<file path="config.mk">
export PLATFORM = sky130hd
export DESIGN_NAME = victim_cache
export DESIGN_NICKNAME = d
export VERILOG_FILES = /design/src/logic/vc_pkg.sv /design/src/logic/l1_port.sv /design/src/logic/victim_store.sv /design/src/logic/victim_cache_control.sv /design/src/logic/pmem_port.sv /design/src/logic/victim_cache.sv
export SDC_FILE = /design/constraint.sdc
export NUM_CORES = 1
export LEC_CHECK = 0
export ABC_AREA = 1
export BUFFER_PORTS_ARGS = -buffer_cell sky130_fd_sc_hd__buf_2
export CAP_MARGIN = 20
export CORE_MARGIN = 5
export CORE_UTILIZATION = 40
export CTS_CLUSTER_SIZE = 16
export DETAILED_ROUTE_END_ITERATION = 7
export GPL_TIMING_DRIVEN = 0
export PLACE_DENSITY_LB_ADDON = 0.2
export SLEW_MARGIN = 40
export SYNTH_ARGS = -nofsm -noshare
export SYNTH_HDL_FRONTEND = slang
export SYNTH_SLANG_ARGS = --single-unit
</file>
<file path="constraint.sdc">
create_clock -name clk -period 20.9 [get_ports clk]
set_input_delay 2.09 -clock clk [delete_from_list [all_inputs] [get_ports clk]]
set_output_delay 2.09 -clock clk [all_outputs]
set_load 0.01 [all_outputs]
</file>
<file path="src/logic/vc_pkg.sv">
// ***************************************************************************
// shared widths and request formats for the victim cache.
// ***************************************************************************

package vc_pkg;

	// one line address per entry, no offset bits.
	localparam int TAG_W = 29;

	// a full line moves in one transfer.
	localparam int DATA_W = 64;

	localparam int VC_ENTRIES = 4;
	localparam int IDX_W = $clog2(VC_ENTRIES);

	typedef enum logic
	{
		VC_READ  = 1'b0,
		VC_WRITE = 1'b1
	} vc_op_e;

	// request from the first-level cache.
	// data only matters for writes.
	typedef struct packed
	{
		vc_op_e              op;
		logic [TAG_W-1:0]    tag;
		logic [DATA_W-1:0]   data;
	} vc_req_t;

	// request toward physical memory.
	typedef struct packed
	{
		logic                write;
		logic [TAG_W-1:0]    tag;
		logic [DATA_W-1:0]   data;
	} pmem_req_t;

endpackage : vc_pkg

</file>
<file path="src/logic/l1_port.sv">
module l1_port
(
	input  logic                        clk,
	input  logic                        arst_n,
	input  logic                        l1_req,
	input  vc_pkg::vc_req_t             l1_payload,
	output logic                        l1_ack,
	output logic [vc_pkg::DATA_W-1:0]   l1_rdata,
	output logic                        mem_read,
	output logic                        mem_write,
	output logic [vc_pkg::TAG_W-1:0]    tag,
	output logic [vc_pkg::DATA_W-1:0]   wdata,
	input  logic                        mem_resp,
	input  logic                        miss_get,
	input  logic [vc_pkg::DATA_W-1:0]   hit_data,
	input  logic [vc_pkg::DATA_W-1:0]   pmem_data
);

	vc_pkg::vc_req_t req_q;
	logic            pending;
	logic            accept;

	// new request only once the previous ack is down and nothing is in flight.
	assign accept = l1_req && !l1_ack && !pending;

	always_ff @(posedge clk or negedge arst_n)
	begin
		if (!arst_n)
		begin
			pending <= 1'b0;
			l1_ack <= 1'b0;
		end
		else
		begin
			if (accept)
				pending <= 1'b1;
			else if (mem_resp)
				pending <= 1'b0;

			// ack follows the response, then waits for req to drop.
			if (mem_resp)
				l1_ack <= 1'b1;
			else if (!l1_req)
				l1_ack <= 1'b0;
		end
	end

	always_ff @(posedge clk)
	begin
		if (accept)
			req_q <= l1_payload;
		if (mem_resp)
			l1_rdata <= miss_get ? pmem_data : hit_data;
	end

	assign mem_read  = pending && (req_q.op == vc_pkg::VC_READ);
	assign mem_write = pending && (req_q.op == vc_pkg::VC_WRITE);
	assign tag       = req_q.tag;
	assign wdata     = req_q.data;

	a_ack_needs_req: assert property (@(posedge clk) disable iff (!arst_n)
		$rose(l1_ack) |-> l1_req);

endmodule : l1_port

</file>
<file path="src/logic/victim_store.sv">
module victim_store
(
	input  logic                                      clk,
	input  logic                                      arst_n,
	input  logic [vc_pkg::TAG_W-1:0]                  tag,
	input  logic [vc_pkg::DATA_W-1:0]                 wdata,
	input  logic                                      ld_cache,
	input  logic                                      ld_from_vic,
	output logic                                      tag_match,
	output logic                                      victim_valid,
	output logic [vc_pkg::DATA_W-1:0]                 hit_data,
	output logic [vc_pkg::TAG_W+vc_pkg::DATA_W-1:0]   victim_line
);

	logic [vc_pkg::TAG_W-1:0]       tags  [vc_pkg::VC_ENTRIES];
	logic [vc_pkg::DATA_W-1:0]      lines [vc_pkg::VC_ENTRIES];
	logic [vc_pkg::VC_ENTRIES-1:0]  valid;
	logic [vc_pkg::IDX_W-1:0]       ptr;
	logic [vc_pkg::IDX_W-1:0]       hit_idx;
	logic [vc_pkg::IDX_W-1:0]       ld_idx;

	// ***********************************************************************
	// parallel tag compare.
	// ***********************************************************************

	// at most one entry can match, so the last hit found is the only one.
	always_comb
	begin
		tag_match = 1'b0;
		hit_idx = '0;
		for (int i = 0; i < vc_pkg::VC_ENTRIES; i++)
		begin
			if (valid[i] && (tags[i] == tag))
			begin
				tag_match = 1'b1;
				hit_idx = i[vc_pkg::IDX_W-1:0];
			end
		end
	end

	// overwrite in place on a hit, otherwise fill the fifo slot.
	assign ld_idx = tag_match ? hit_idx : ptr;

	assign hit_data     = lines[hit_idx];
	assign victim_valid = valid[ptr];
	assign victim_line  = {tags[ptr], lines[ptr]};

	// ***********************************************************************
	// valid bits and replacement pointer.
	// ***********************************************************************

	always_ff @(posedge clk or negedge arst_n)
	begin
		if (!arst_n)
		begin
			valid <= '0;
			ptr <= '0;
		end
		else
		begin
			if (ld_cache)
			begin
				valid[ld_idx] <= 1'b1;
				if (!tag_match)
					ptr <= ptr + 1'b1;
			end
			// line goes back up to the first level.
			if (ld_from_vic)
				valid[hit_idx] <= 1'b0;
		end
	end

	always_ff @(posedge clk)
	begin
		if (ld_cache)
		begin
			tags[ld_idx] <= tag;
			lines[ld_idx] <= wdata;
		end
	end

	// a write miss never duplicates a tag that is already held.
	for (genvar i = 0; i < vc_pkg::VC_ENTRIES; i++)
	begin : g_uniq
		for (genvar j = i + 1; j < vc_pkg::VC_ENTRIES; j++)
		begin : g_pair
			a_unique_tag: assert property (@(posedge clk) disable iff (!arst_n)
				!(valid[i] && valid[j] && (tags[i] == tags[j])));
		end
	end

endmodule : victim_store

</file>
<file path="src/logic/victim_cache_control.sv">
module victim_cache_control
(
	input  logic clk,
	input  logic arst_n,
	input  logic mem_read,
	input  logic mem_write,
	input  logic tag_match,
	input  logic victim_valid,
	input  logic pmem_resp,
	output logic ld_cache,
	output logic ld_from_vic,
	output logic mem_resp,
	output logic miss_get,
	output logic pmem_read,
	output logic pmem_write
);

	typedef enum logic [1:0]
	{
		idle_check,
		phys_mem_write,
		phys_mem_read
	} state_e;

	state_e state;
	state_e next_state;

	// ***********************************************************************
	// state outputs.
	// ***********************************************************************

	always_comb
	begin
		ld_cache = 1'b0;
		ld_from_vic = 1'b0;
		mem_resp = 1'b0;
		miss_get = 1'b0;
		pmem_read = 1'b0;
		pmem_write = 1'b0;

		case (state)
			idle_check:
			begin
				// write hit, or write miss into a free slot.
				if (mem_write && (tag_match || !victim_valid))
				begin
					ld_cache = 1'b1;
					mem_resp = 1'b1;
				end
				else if (mem_read && tag_match)
				begin
					ld_from_vic = 1'b1;
					mem_resp = 1'b1;
				end
			end
			phys_mem_write:
			begin
				pmem_write = 1'b1;
				// old line is out, the new one takes its slot.
				if (pmem_resp)
				begin
					ld_cache = 1'b1;
					mem_resp = 1'b1;
				end
			end
			phys_mem_read:
			begin
				pmem_read = 1'b1;
				miss_get = 1'b1;
				mem_resp = pmem_resp;
			end
			default:
			begin
				ld_cache = 1'b0;
			end
		endcase
	end

	always_comb
	begin
		next_state = state;
		case (state)
			idle_check:
			begin
				if (mem_write && !tag_match && victim_valid)
					next_state = phys_mem_write;
				else if (mem_read && !tag_match)
					next_state = phys_mem_read;
			end
			phys_mem_write, phys_mem_read:
			begin
				if (pmem_resp)
					next_state = idle_check;
			end
			default:
			begin
				next_state = idle_check;
			end
		endcase
	end

	always_ff @(posedge clk or negedge arst_n)
	begin
		if (!arst_n)
			state <= idle_check;
		else
			state <= next_state;
	end

	// a response always answers a request that l1_port still holds.
	a_resp_has_req: assert property (@(posedge clk) disable iff (!arst_n)
		mem_resp |-> mem_read || mem_write);

endmodule : victim_cache_control

</file>
<file path="src/logic/pmem_port.sv">
module pmem_port
(
	input  logic                                      clk,
	input  logic                                      arst_n,
	input  logic                                      pmem_read,
	input  logic                                      pmem_write,
	input  logic [vc_pkg::TAG_W+vc_pkg::DATA_W-1:0]   victim_line,
	input  logic [vc_pkg::TAG_W-1:0]                  tag,
	output logic                                      pmem_req,
	output vc_pkg::pmem_req_t                         pmem_payload,
	input  logic                                      pmem_ack,
	input  logic [vc_pkg::DATA_W-1:0]                 pmem_rdata,
	output logic                                      pmem_resp,
	output logic [vc_pkg::DATA_W-1:0]                 pmem_data
);

	// set between ack seen high and ack seen low.
	logic drain;
	logic start;

	assign start = (pmem_read || pmem_write) && !pmem_req && !drain;

	always_ff @(posedge clk or negedge arst_n)
	begin
		if (!arst_n)
		begin
			pmem_req <= 1'b0;
			pmem_resp <= 1'b0;
			drain <= 1'b0;
		end
		else
		begin
			pmem_resp <= 1'b0;
			if (start)
				pmem_req <= 1'b1;
			else if (pmem_req && pmem_ack)
			begin
				pmem_req <= 1'b0;
				pmem_resp <= 1'b1;
				drain <= 1'b1;
			end
			else if (drain && !pmem_ack)
				drain <= 1'b0;
		end
	end

	// write-back takes the victim line, a fill takes the request tag.
	always_ff @(posedge clk)
	begin
		if (start)
		begin
			pmem_payload.write <= pmem_write;
			pmem_payload.tag <= pmem_write ?
				victim_line[vc_pkg::TAG_W+vc_pkg::DATA_W-1:vc_pkg::DATA_W] : tag;
			pmem_payload.data <= pmem_write ? victim_line[vc_pkg::DATA_W-1:0] : '0;
		end
		if (pmem_req && pmem_ack)
			pmem_data <= pmem_rdata;
	end

	// the control keeps the same level up for the whole transfer.
	a_level_held: assert property (@(posedge clk) disable iff (!arst_n)
		pmem_req |-> (pmem_payload.write ? pmem_write : pmem_read));

endmodule : pmem_port

</file>
<file path="src/logic/victim_cache.sv">
module victim_cache
(
	input  logic                        clk,
	input  logic                        arst_n,
	input  logic                        l1_req,
	input  vc_pkg::vc_req_t             l1_payload,
	output logic                        l1_ack,
	output logic [vc_pkg::DATA_W-1:0]   l1_rdata,
	output logic                        pmem_req,
	output vc_pkg::pmem_req_t           pmem_payload,
	input  logic                        pmem_ack,
	input  logic [vc_pkg::DATA_W-1:0]   pmem_rdata
);

	logic                                     mem_read;
	logic                                     mem_write;
	logic [vc_pkg::TAG_W-1:0]                 tag;
	logic [vc_pkg::DATA_W-1:0]                wdata;
	logic                                     mem_resp;
	logic                                     miss_get;
	logic [vc_pkg::DATA_W-1:0]                hit_data;
	logic [vc_pkg::DATA_W-1:0]                pmem_data;
	logic                                     tag_match;
	logic                                     victim_valid;
	logic [vc_pkg::TAG_W+vc_pkg::DATA_W-1:0]  victim_line;
	logic                                     ld_cache;
	logic                                     ld_from_vic;
	logic                                     pmem_read;
	logic                                     pmem_write;
	logic                                     pmem_resp;

	// ***********************************************************************
	// input side, core, output side.
	// ***********************************************************************

	l1_port l1_port_i
	(
		.clk(clk), .arst_n(arst_n),
		.l1_req(l1_req), .l1_payload(l1_payload),
		.l1_ack(l1_ack), .l1_rdata(l1_rdata),
		.mem_read(mem_read), .mem_write(mem_write),
		.tag(tag), .wdata(wdata),
		.mem_resp(mem_resp), .miss_get(miss_get),
		.hit_data(hit_data), .pmem_data(pmem_data)
	);

	victim_store victim_store_i
	(
		.clk(clk), .arst_n(arst_n),
		.tag(tag), .wdata(wdata),
		.ld_cache(ld_cache), .ld_from_vic(ld_from_vic),
		.tag_match(tag_match), .victim_valid(victim_valid),
		.hit_data(hit_data), .victim_line(victim_line)
	);

	victim_cache_control victim_cache_control_i
	(
		.clk(clk), .arst_n(arst_n),
		.mem_read(mem_read), .mem_write(mem_write),
		.tag_match(tag_match), .victim_valid(victim_valid),
		.pmem_resp(pmem_resp),
		.ld_cache(ld_cache), .ld_from_vic(ld_from_vic),
		.mem_resp(mem_resp), .miss_get(miss_get),
		.pmem_read(pmem_read), .pmem_write(pmem_write)
	);

	pmem_port pmem_port_i
	(
		.clk(clk), .arst_n(arst_n),
		.pmem_read(pmem_read), .pmem_write(pmem_write),
		.victim_line(victim_line), .tag(tag),
		.pmem_req(pmem_req), .pmem_payload(pmem_payload),
		.pmem_ack(pmem_ack), .pmem_rdata(pmem_rdata),
		.pmem_resp(pmem_resp), .pmem_data(pmem_data)
	);

endmodule : victim_cache

</file>
* Word level (Yosys, flattened, before mapping)
Memory sizes are Yosys's and may differ from the RTL's. A register that Yosys moved wholly into a read port is not among the register bits.
Index checks and enable logic that the tools add are counted.
** Cells by class
- Reduce and logical (&&, ||, !) cells :: 37
- Add/subtract/negate cells :: 1
- Multiply operators :: 0
- Bitwise logic cells :: 6
- Magnitude comparators :: 5
- Div/mod/pow operators :: 0
- Shift-type cells :: 0
- Muxes and demuxes :: 44
- Equal/unequal tests :: 9
** Operator list (number)
- 29-bit equality test :: 4
- 64-bit 2-to-1 mux :: 1
- 29-bit 2-to-1 mux :: 1
- 1-bit 2-to-1 mux :: 28
- 1-bit logical AND :: 19
- 2-bit 2-to-1 mux :: 6
- 2-bit by 3-bit less-than comparator with 1-bit output, second input constant :: 3
- 1-bit logical NOT :: 8
- 4-bit 2-to-1 mux :: 2
- 2-bit AND reduction :: 3
- 2-bit nonzero test :: 3
- 4-bit bitwise AND :: 1
- 1-bit demux with 2-bit select :: 2
- 2-bit by 1-bit >= comparator with 1-bit output, second input constant :: 2
- 2-bit by 1-bit != test with 1-bit output, second input constant :: 2
- 4-bit NOT :: 1
- 4-bit OR :: 1
- 2-bit one-hot mux with 2 select lines :: 1
- 3-bit by 1-bit != test with 1-bit output, second input constant :: 1
- 1-bit NOT :: 3
- 1-bit one-hot mux with 3 select lines :: 1
- 2-bit by 1-bit adder with 2-bit output, second input constant :: 1
- 1-bit binary-select mux with 2-bit select :: 1
- 2-bit by 1-bit equality test with 1-bit output, second input constant :: 1
- 5 further kinds :: 6
** Storage, ports and cells
- RAM bits :: 372
- Bits in read-only memories :: 0
- Word-level logic and storage cells :: 119
- Input bits :: 162
- Memories kept :: 2
- Register bits after elaboration :: 265
- Output and inout port bits :: 160
- Bits in latches :: 0
** Memories
- victim_store_i.lines :: depth 4, bits a word 64, read ports 2, clocked after Yosys merged registers in 1, write ports 1, line victim_store.sv:16 : logic [vc_pkg::DATA_W-1:0] lines [vc_pkg::VC_ENTRIES];
- victim_store_i.tags :: depth 4, bits a word 29, read ports 5, clocked after Yosys merged registers in 0, write ports 1, line victim_store.sv:15 : logic [vc_pkg::TAG_W-1:0] tags [vc_pkg::VC_ENTRIES];

* Logic depth before layout (Yosys ltp)
An unclocked memory read counts as a cell.
- Depth in word-level cells :: 16
- Depth in mapped cells :: 17
- Gate-level depth less buffers :: 16

* Hierarchy
A second synthesis with hierarchy kept.
** Second synthesis, totals
- Cell total of the unflattened synthesis :: 2981
- Area total of the unflattened synthesis :: 31620.3 sq um
** Modules (own cells, without submodules)
- victim_store :: area an instance 18828.1 sq um, cells each 2072, instances 1, sequential area each 11320.9 sq um
- l1_port :: area an instance 6787.8 sq um, cells each 471, instances 1, sequential area each 4794.6 sq um
- pmem_port :: area an instance 5756.8 sq um, cells each 401, instances 1, sequential area each 4819.6 sq um
- victim_cache_control :: area an instance 247.7 sq um, cells each 37, instances 1, sequential area each 50.0 sq um

* Worst setup path before layout
Ideal clock, no wire load.
- Path kind :: input -> register
- From :: input l1_req
- To :: register l1_port_i.req_q[93] in the netlist's numbering (enable)
- Path buffers :: 0
- Data arrival time :: 8.514 ns
- Stages on the path :: 2
- Data required time :: 20.236 ns
- Setup time :: 0.664 ns
- Setup slack :: 11.722 ns
- Cells stage by stage :: inv_1 > nor3_1
** On the way
- Word-level cells in the longest chain between the ends :: 2
** RTL lines
- start: declaration :: line victim_cache.sv:5 : input logic l1_req,
- 1-bit logical AND (2 in a row) :: line l1_port.sv:24 : assign accept = l1_req && !l1_ack && !pending;
- net l1_port_i.accept :: line l1_port.sv:21 : logic accept;
- end signal: assignment :: line l1_port.sv:51 : req_q <= l1_payload;
- end: declaration :: line l1_port.sv:19 : vc_pkg::vc_req_t req_q;
The timed path passes the listed nets, and every way through them passes these cells.
A chain may end at the register's enable or synchronous reset.

* Final worst setup path
- From :: register l1_port_i.req_q (netlist bit l1_port_i.tag[4])
- To :: register l1_port_i.l1_rdata[18] in the netlist's numbering (enable)
** On the way
- Word-level cells in the longest chain between the ends :: 10
- Elaborated cells between the ends (all ways) :: 18
- Those cells by class :: 4 x eq/ne; 7 x mux; 7 x reduce/logical
** RTL lines
- 29-bit equality test :: line victim_store.sv:33 : if (valid[i] && (tags[i] == tag))
- 1-bit logical AND :: line victim_store.sv:33
- 1-bit 2-to-1 mux (3 in a row) :: line victim_store.sv:33
- 1-bit 2-to-1 mux (*) :: line victim_store.sv:33
- 1-bit logical AND / 1-bit logical OR (equally long branches) :: line victim_cache_control.sv:50, victim_cache_control.sv:45
- 1-bit 2-to-1 mux / 1-bit logical AND (equally long branches) :: line victim_cache_control.sv:50, victim_cache_control.sv:45
- 1-bit 2-to-1 mux (*) :: line victim_cache_control.sv:45 : if (mem_write && (tag_match || !victim_valid))
- 1-bit one-hot mux with 3 select lines (*) :: line victim_cache_control.sv:41 : case (state)
- net l1_port_i.mem_resp :: line l1_port.sv:13 : input logic mem_resp,
- end signal: assignment :: line l1_port.sv:53 : l1_rdata <= miss_get ? pmem_data : hit_data;
- end: declaration :: line l1_port.sv:8 : output logic [vc_pkg::DATA_W-1:0] l1_rdata,
The timed path passes the listed nets; every way through them passes the cells marked *.

==> results.sh <==
export IMPL_status="completed"
export IMPL_critPathKind="register to register"
export IMPL_cp_max_fo=34
export IMPL_ys_flop_type="edfxtp_1"
export IMPL_finClkSkew_ns=0.0205
export IMPL_num_fill_cells=6952
export IMPL_syn2layout_area_growth_pct=19.1
export IMPL_post_route_min_period_ns=3.82
export IMPL_drt_pass1_iter_count=6
export IMPL_hold_viol_final=0
export IMPL_clkTransAtPathRegs_ns=0.06
export IMPL_powerDensity_nw_per_um2=128
export IMPL_p_leak_nw=14.7
export IMPL_critPathLaunchType="register"
export IMPL_viasPerCell=5.23
export IMPL_ctsRootBufferMaster="clkbuf_16"
export IMPL_setup_viol=0
export IMPL_rsz0062_at_grt="no"
export IMPL_worst_ir_drop_vdd_mv=0.0936
export IMPL_post_cts_resized=0
export IMPL_syn_inst=2832
export IMPL_required_ns=21.20
export IMPL_syn_area_sq_um=30700
export IMPL_port_buffers=321
export IMPL_die_h_microns=287
export IMPL_route_detailed_wl_per_inst_microns=23.4
export IMPL_grt_max_degree=63
export IMPL_fin_area_sq_um=36500
export IMPL_start_util_pct=40.4
export IMPL_yosysWarningCount=0
export IMPL_nets=3427
export IMPL_cts_buffer_depth=3
export IMPL_cts_tree="done"
export IMPL_ctsHoldBuffers=0
export IMPL_worst_pin_slew_ns=0.931
export IMPL_synth_seq_cells=701
export IMPL_grt_usage_pct=24.0
export IMPL_rows=101
export IMPL_drt_wl_total_microns=102000
export IMPL_slew_headroom_pct=38.0
export IMPL_antenna_found_initial=7
export IMPL_grt_pass1_vias=21700
export IMPL_maxCapViolations=0
export IMPL_htreeDepth=3
export IMPL_vias=22800
export IMPL_dp_hpwl_microns=71300
export IMPL_cp_arrival_ns=4.12
export IMPL_seq_area_frac_synth_pct=68.4
export IMPL_dpl_cell_area_sq_um=33900
export IMPL_synthArstFlopShare_pct=1.85
export IMPL_cts_inserted_buffers=79
export IMPL_die_area_sq_um=82300
export IMPL_cts_sinks=701
export IMPL_die_x_microns=287
export IMPL_design_core_area_sq_um=75900
export IMPL_syn_num_nets=2998
export IMPL_r2r_cells=13
export IMPL_synth_enable_flop_cells=688
export IMPL_hold_path_depth=0
export IMPL_postCtsSetupRepairBufs=0
export IMPL_max_freq_mhz=262
export IMPL_drive_gt1_share_pct=18.4
export IMPL_io_pins=322
export IMPL_place_gp_congestion=1.01
export IMPL_cp_end_kind="register"
export IMPL_hp_class="register to register"
export IMPL_synth_distinct_cells=35
export IMPL_grt_pass1_wl_microns=146000
export IMPL_drv_slew=0
export IMPL_fin_crit_sh_pct=18.3
export IMPL_grt_overflow_total=0
export IMPL_syn_area_per_cell_sq_um=10.8
export IMPL_ant_nets=0
export IMPL_clk_latency_ns=0.64
export IMPL_drcViolationCount=0
export IMPL_final_setup_tns_ns=0
export IMPL_drt_initial_drc_count=2654
-- state kept, by name (all words and copies together) (netlist names), 2 cells and up --
register,cells
pmem_port_i.pmem_payload,94
victim_cache_control_i.state,2
l1_port_i.wdata,64
l1_port_i.tag,29
victim_store_i.tags,116
victim_store_i.lines,256
pmem_port_i.pmem_data,64
victim_store_i.ptr,2
victim_store_i.valid,4
l1_port_i.l1_rdata,64
-- power by group --
part / total (mW) / switching (mW) / internal (mW)
registers: 1.99 / 0.115 / 1.88
clock network: 1.40 / 0.580 / 0.815
logic: 1.30 / 0.946 / 0.351
total: 4.68 / 1.64 / 3.04
-- final timing paths --
check,startpoint,end,slack (ns)
worst max-delay path,l1_port_i.tag[4],l1_port_i.l1_rdata[18],17.08
worst min-delay path,l1_port_i.wdata[32],victim_store_i.lines[3][32],0.49
worst max register to register,l1_port_i.tag[4],l1_port_i.l1_rdata[18],17.08
worst min register to register,l1_port_i.wdata[32],victim_store_i.lines[3][32],0.49
max in group asynchronous,arst_n,victim_store_i.ptr[0],19.26
min in group asynchronous,arst_n,pmem_port_i.pmem_req,1.36
-- area by class of cell --
| class | count | area, sq um | area share (%) |
|---|---|---|---|
| antenna | 2 | 5.00 | 0.0137 |
| buffer | 134 | 672 | 1.84 |
| clock buffer | 96 | 2050 | 5.62 |
| clock inverter | 45 | 514 | 1.41 |
| inverter | 309 | 1210 | 3.31 |
| multi-input combinational | 1688 | 7860 | 21.5 |
| sequential | 701 | 21000 | 57.5 |
| tap | 1030 | 1290 | 3.53 |
| timing repair buffer | 348 | 1930 | 5.28 |
-- cell usage in the layout (no fill, tap or decap), types with 19 or more instances in the layout --
cell type and instances:
nand3_1 84, nand4_1 19, o21ai_0 237, nor2_1 297, inv_2 27, a31oi_1 28, buf_2 348, or2_2 64
edfxtp_1 688, o21ai_1 88, clkbuf_1 92, clkinv_1 19, a21oi_1 254, nand2_1 512, o21bai_1 64, clkbuf_16 79
inv_1 270
-- worst max-delay path: stages (launching register included) --
cell      delay (ns)
edfxtp_1        0.54
xnor2_1         0.56
nand3_1         0.21
nor2_1          0.23
nand2_1         0.07
nor2_1          0.11
nand2_2         0.14
nand2_4         0.16
buf_2           0.31
o21ai_1         0.18
nand3_1         0.12
nand2_1         0.17
inv_6           0.34
buf_16          0.28
-- through the flow --
step	utilization (%)	hold WS, ns	cells	setup slack, ns	total power [mW]
finish	48.1	0.494	4353	17.08	4.68
global route	48.1	0.498	4351	17.10	4.89
CTS	48.0	0.494	4350	17.16	4.70
detailed placement	44.7	0.480	4209	16.87	3.31
global placement	44.2	0.475	4183	5.71	3.31
floorplan	-	0.459	2832	11.72	2.70
-- kinds of logic (layout without fill, tap and decap cells) --
| family | after synthesis | after routing | share of synthesized area [%] |
|---|---|---|---|
| fa+ha+maj | 4 | 4 | 0.163 |
| other cells | 0 | 2 | 0 |
| compound gates | 675 | 675 | 11.7 |
| simple gates | 999 | 999 | 13.5 |
| buf+inv | 443 | 932 | 5.95 |
| xor+xnor | 10 | 10 | 0.286 |
| flops | 701 | 701 | 68.4 |
-- Yosys cell counts (14+ instances only) --
master	n	share of area [%]
buf_6	14	0.51
o21ai_0	237	3.9
nand4_1	19	0.39
inv_1	277	3.4
nor2_1	297	3.6
a21oi_1	254	4.1
a31oi_1	28	0.57
nand3_1	84	1.4
nand2_1	512	6.3
o21bai_1	64	1.6
buf_2	15	0.24
inv_2	27	0.33
or2_2	64	1.3
buf_1	14	0.17
clkbuf_1	81	0.99
edfxtp_1	688	67
o21ai_1	88	1.4
-- routing by layer --
layer | vias to the layer above | GRT usage [%] | part of all wire [%]
li1 | 10600 | - | -
met1 | 10900 | 33.4 | 42
met2 | 1123 | 38.4 | 46
met3 | 214 | 4.12 | 8.2
met4 | 0 | 8.53 | 3.6
met5 | - | 0 | 0
Power figures use the tool's default switching activity.
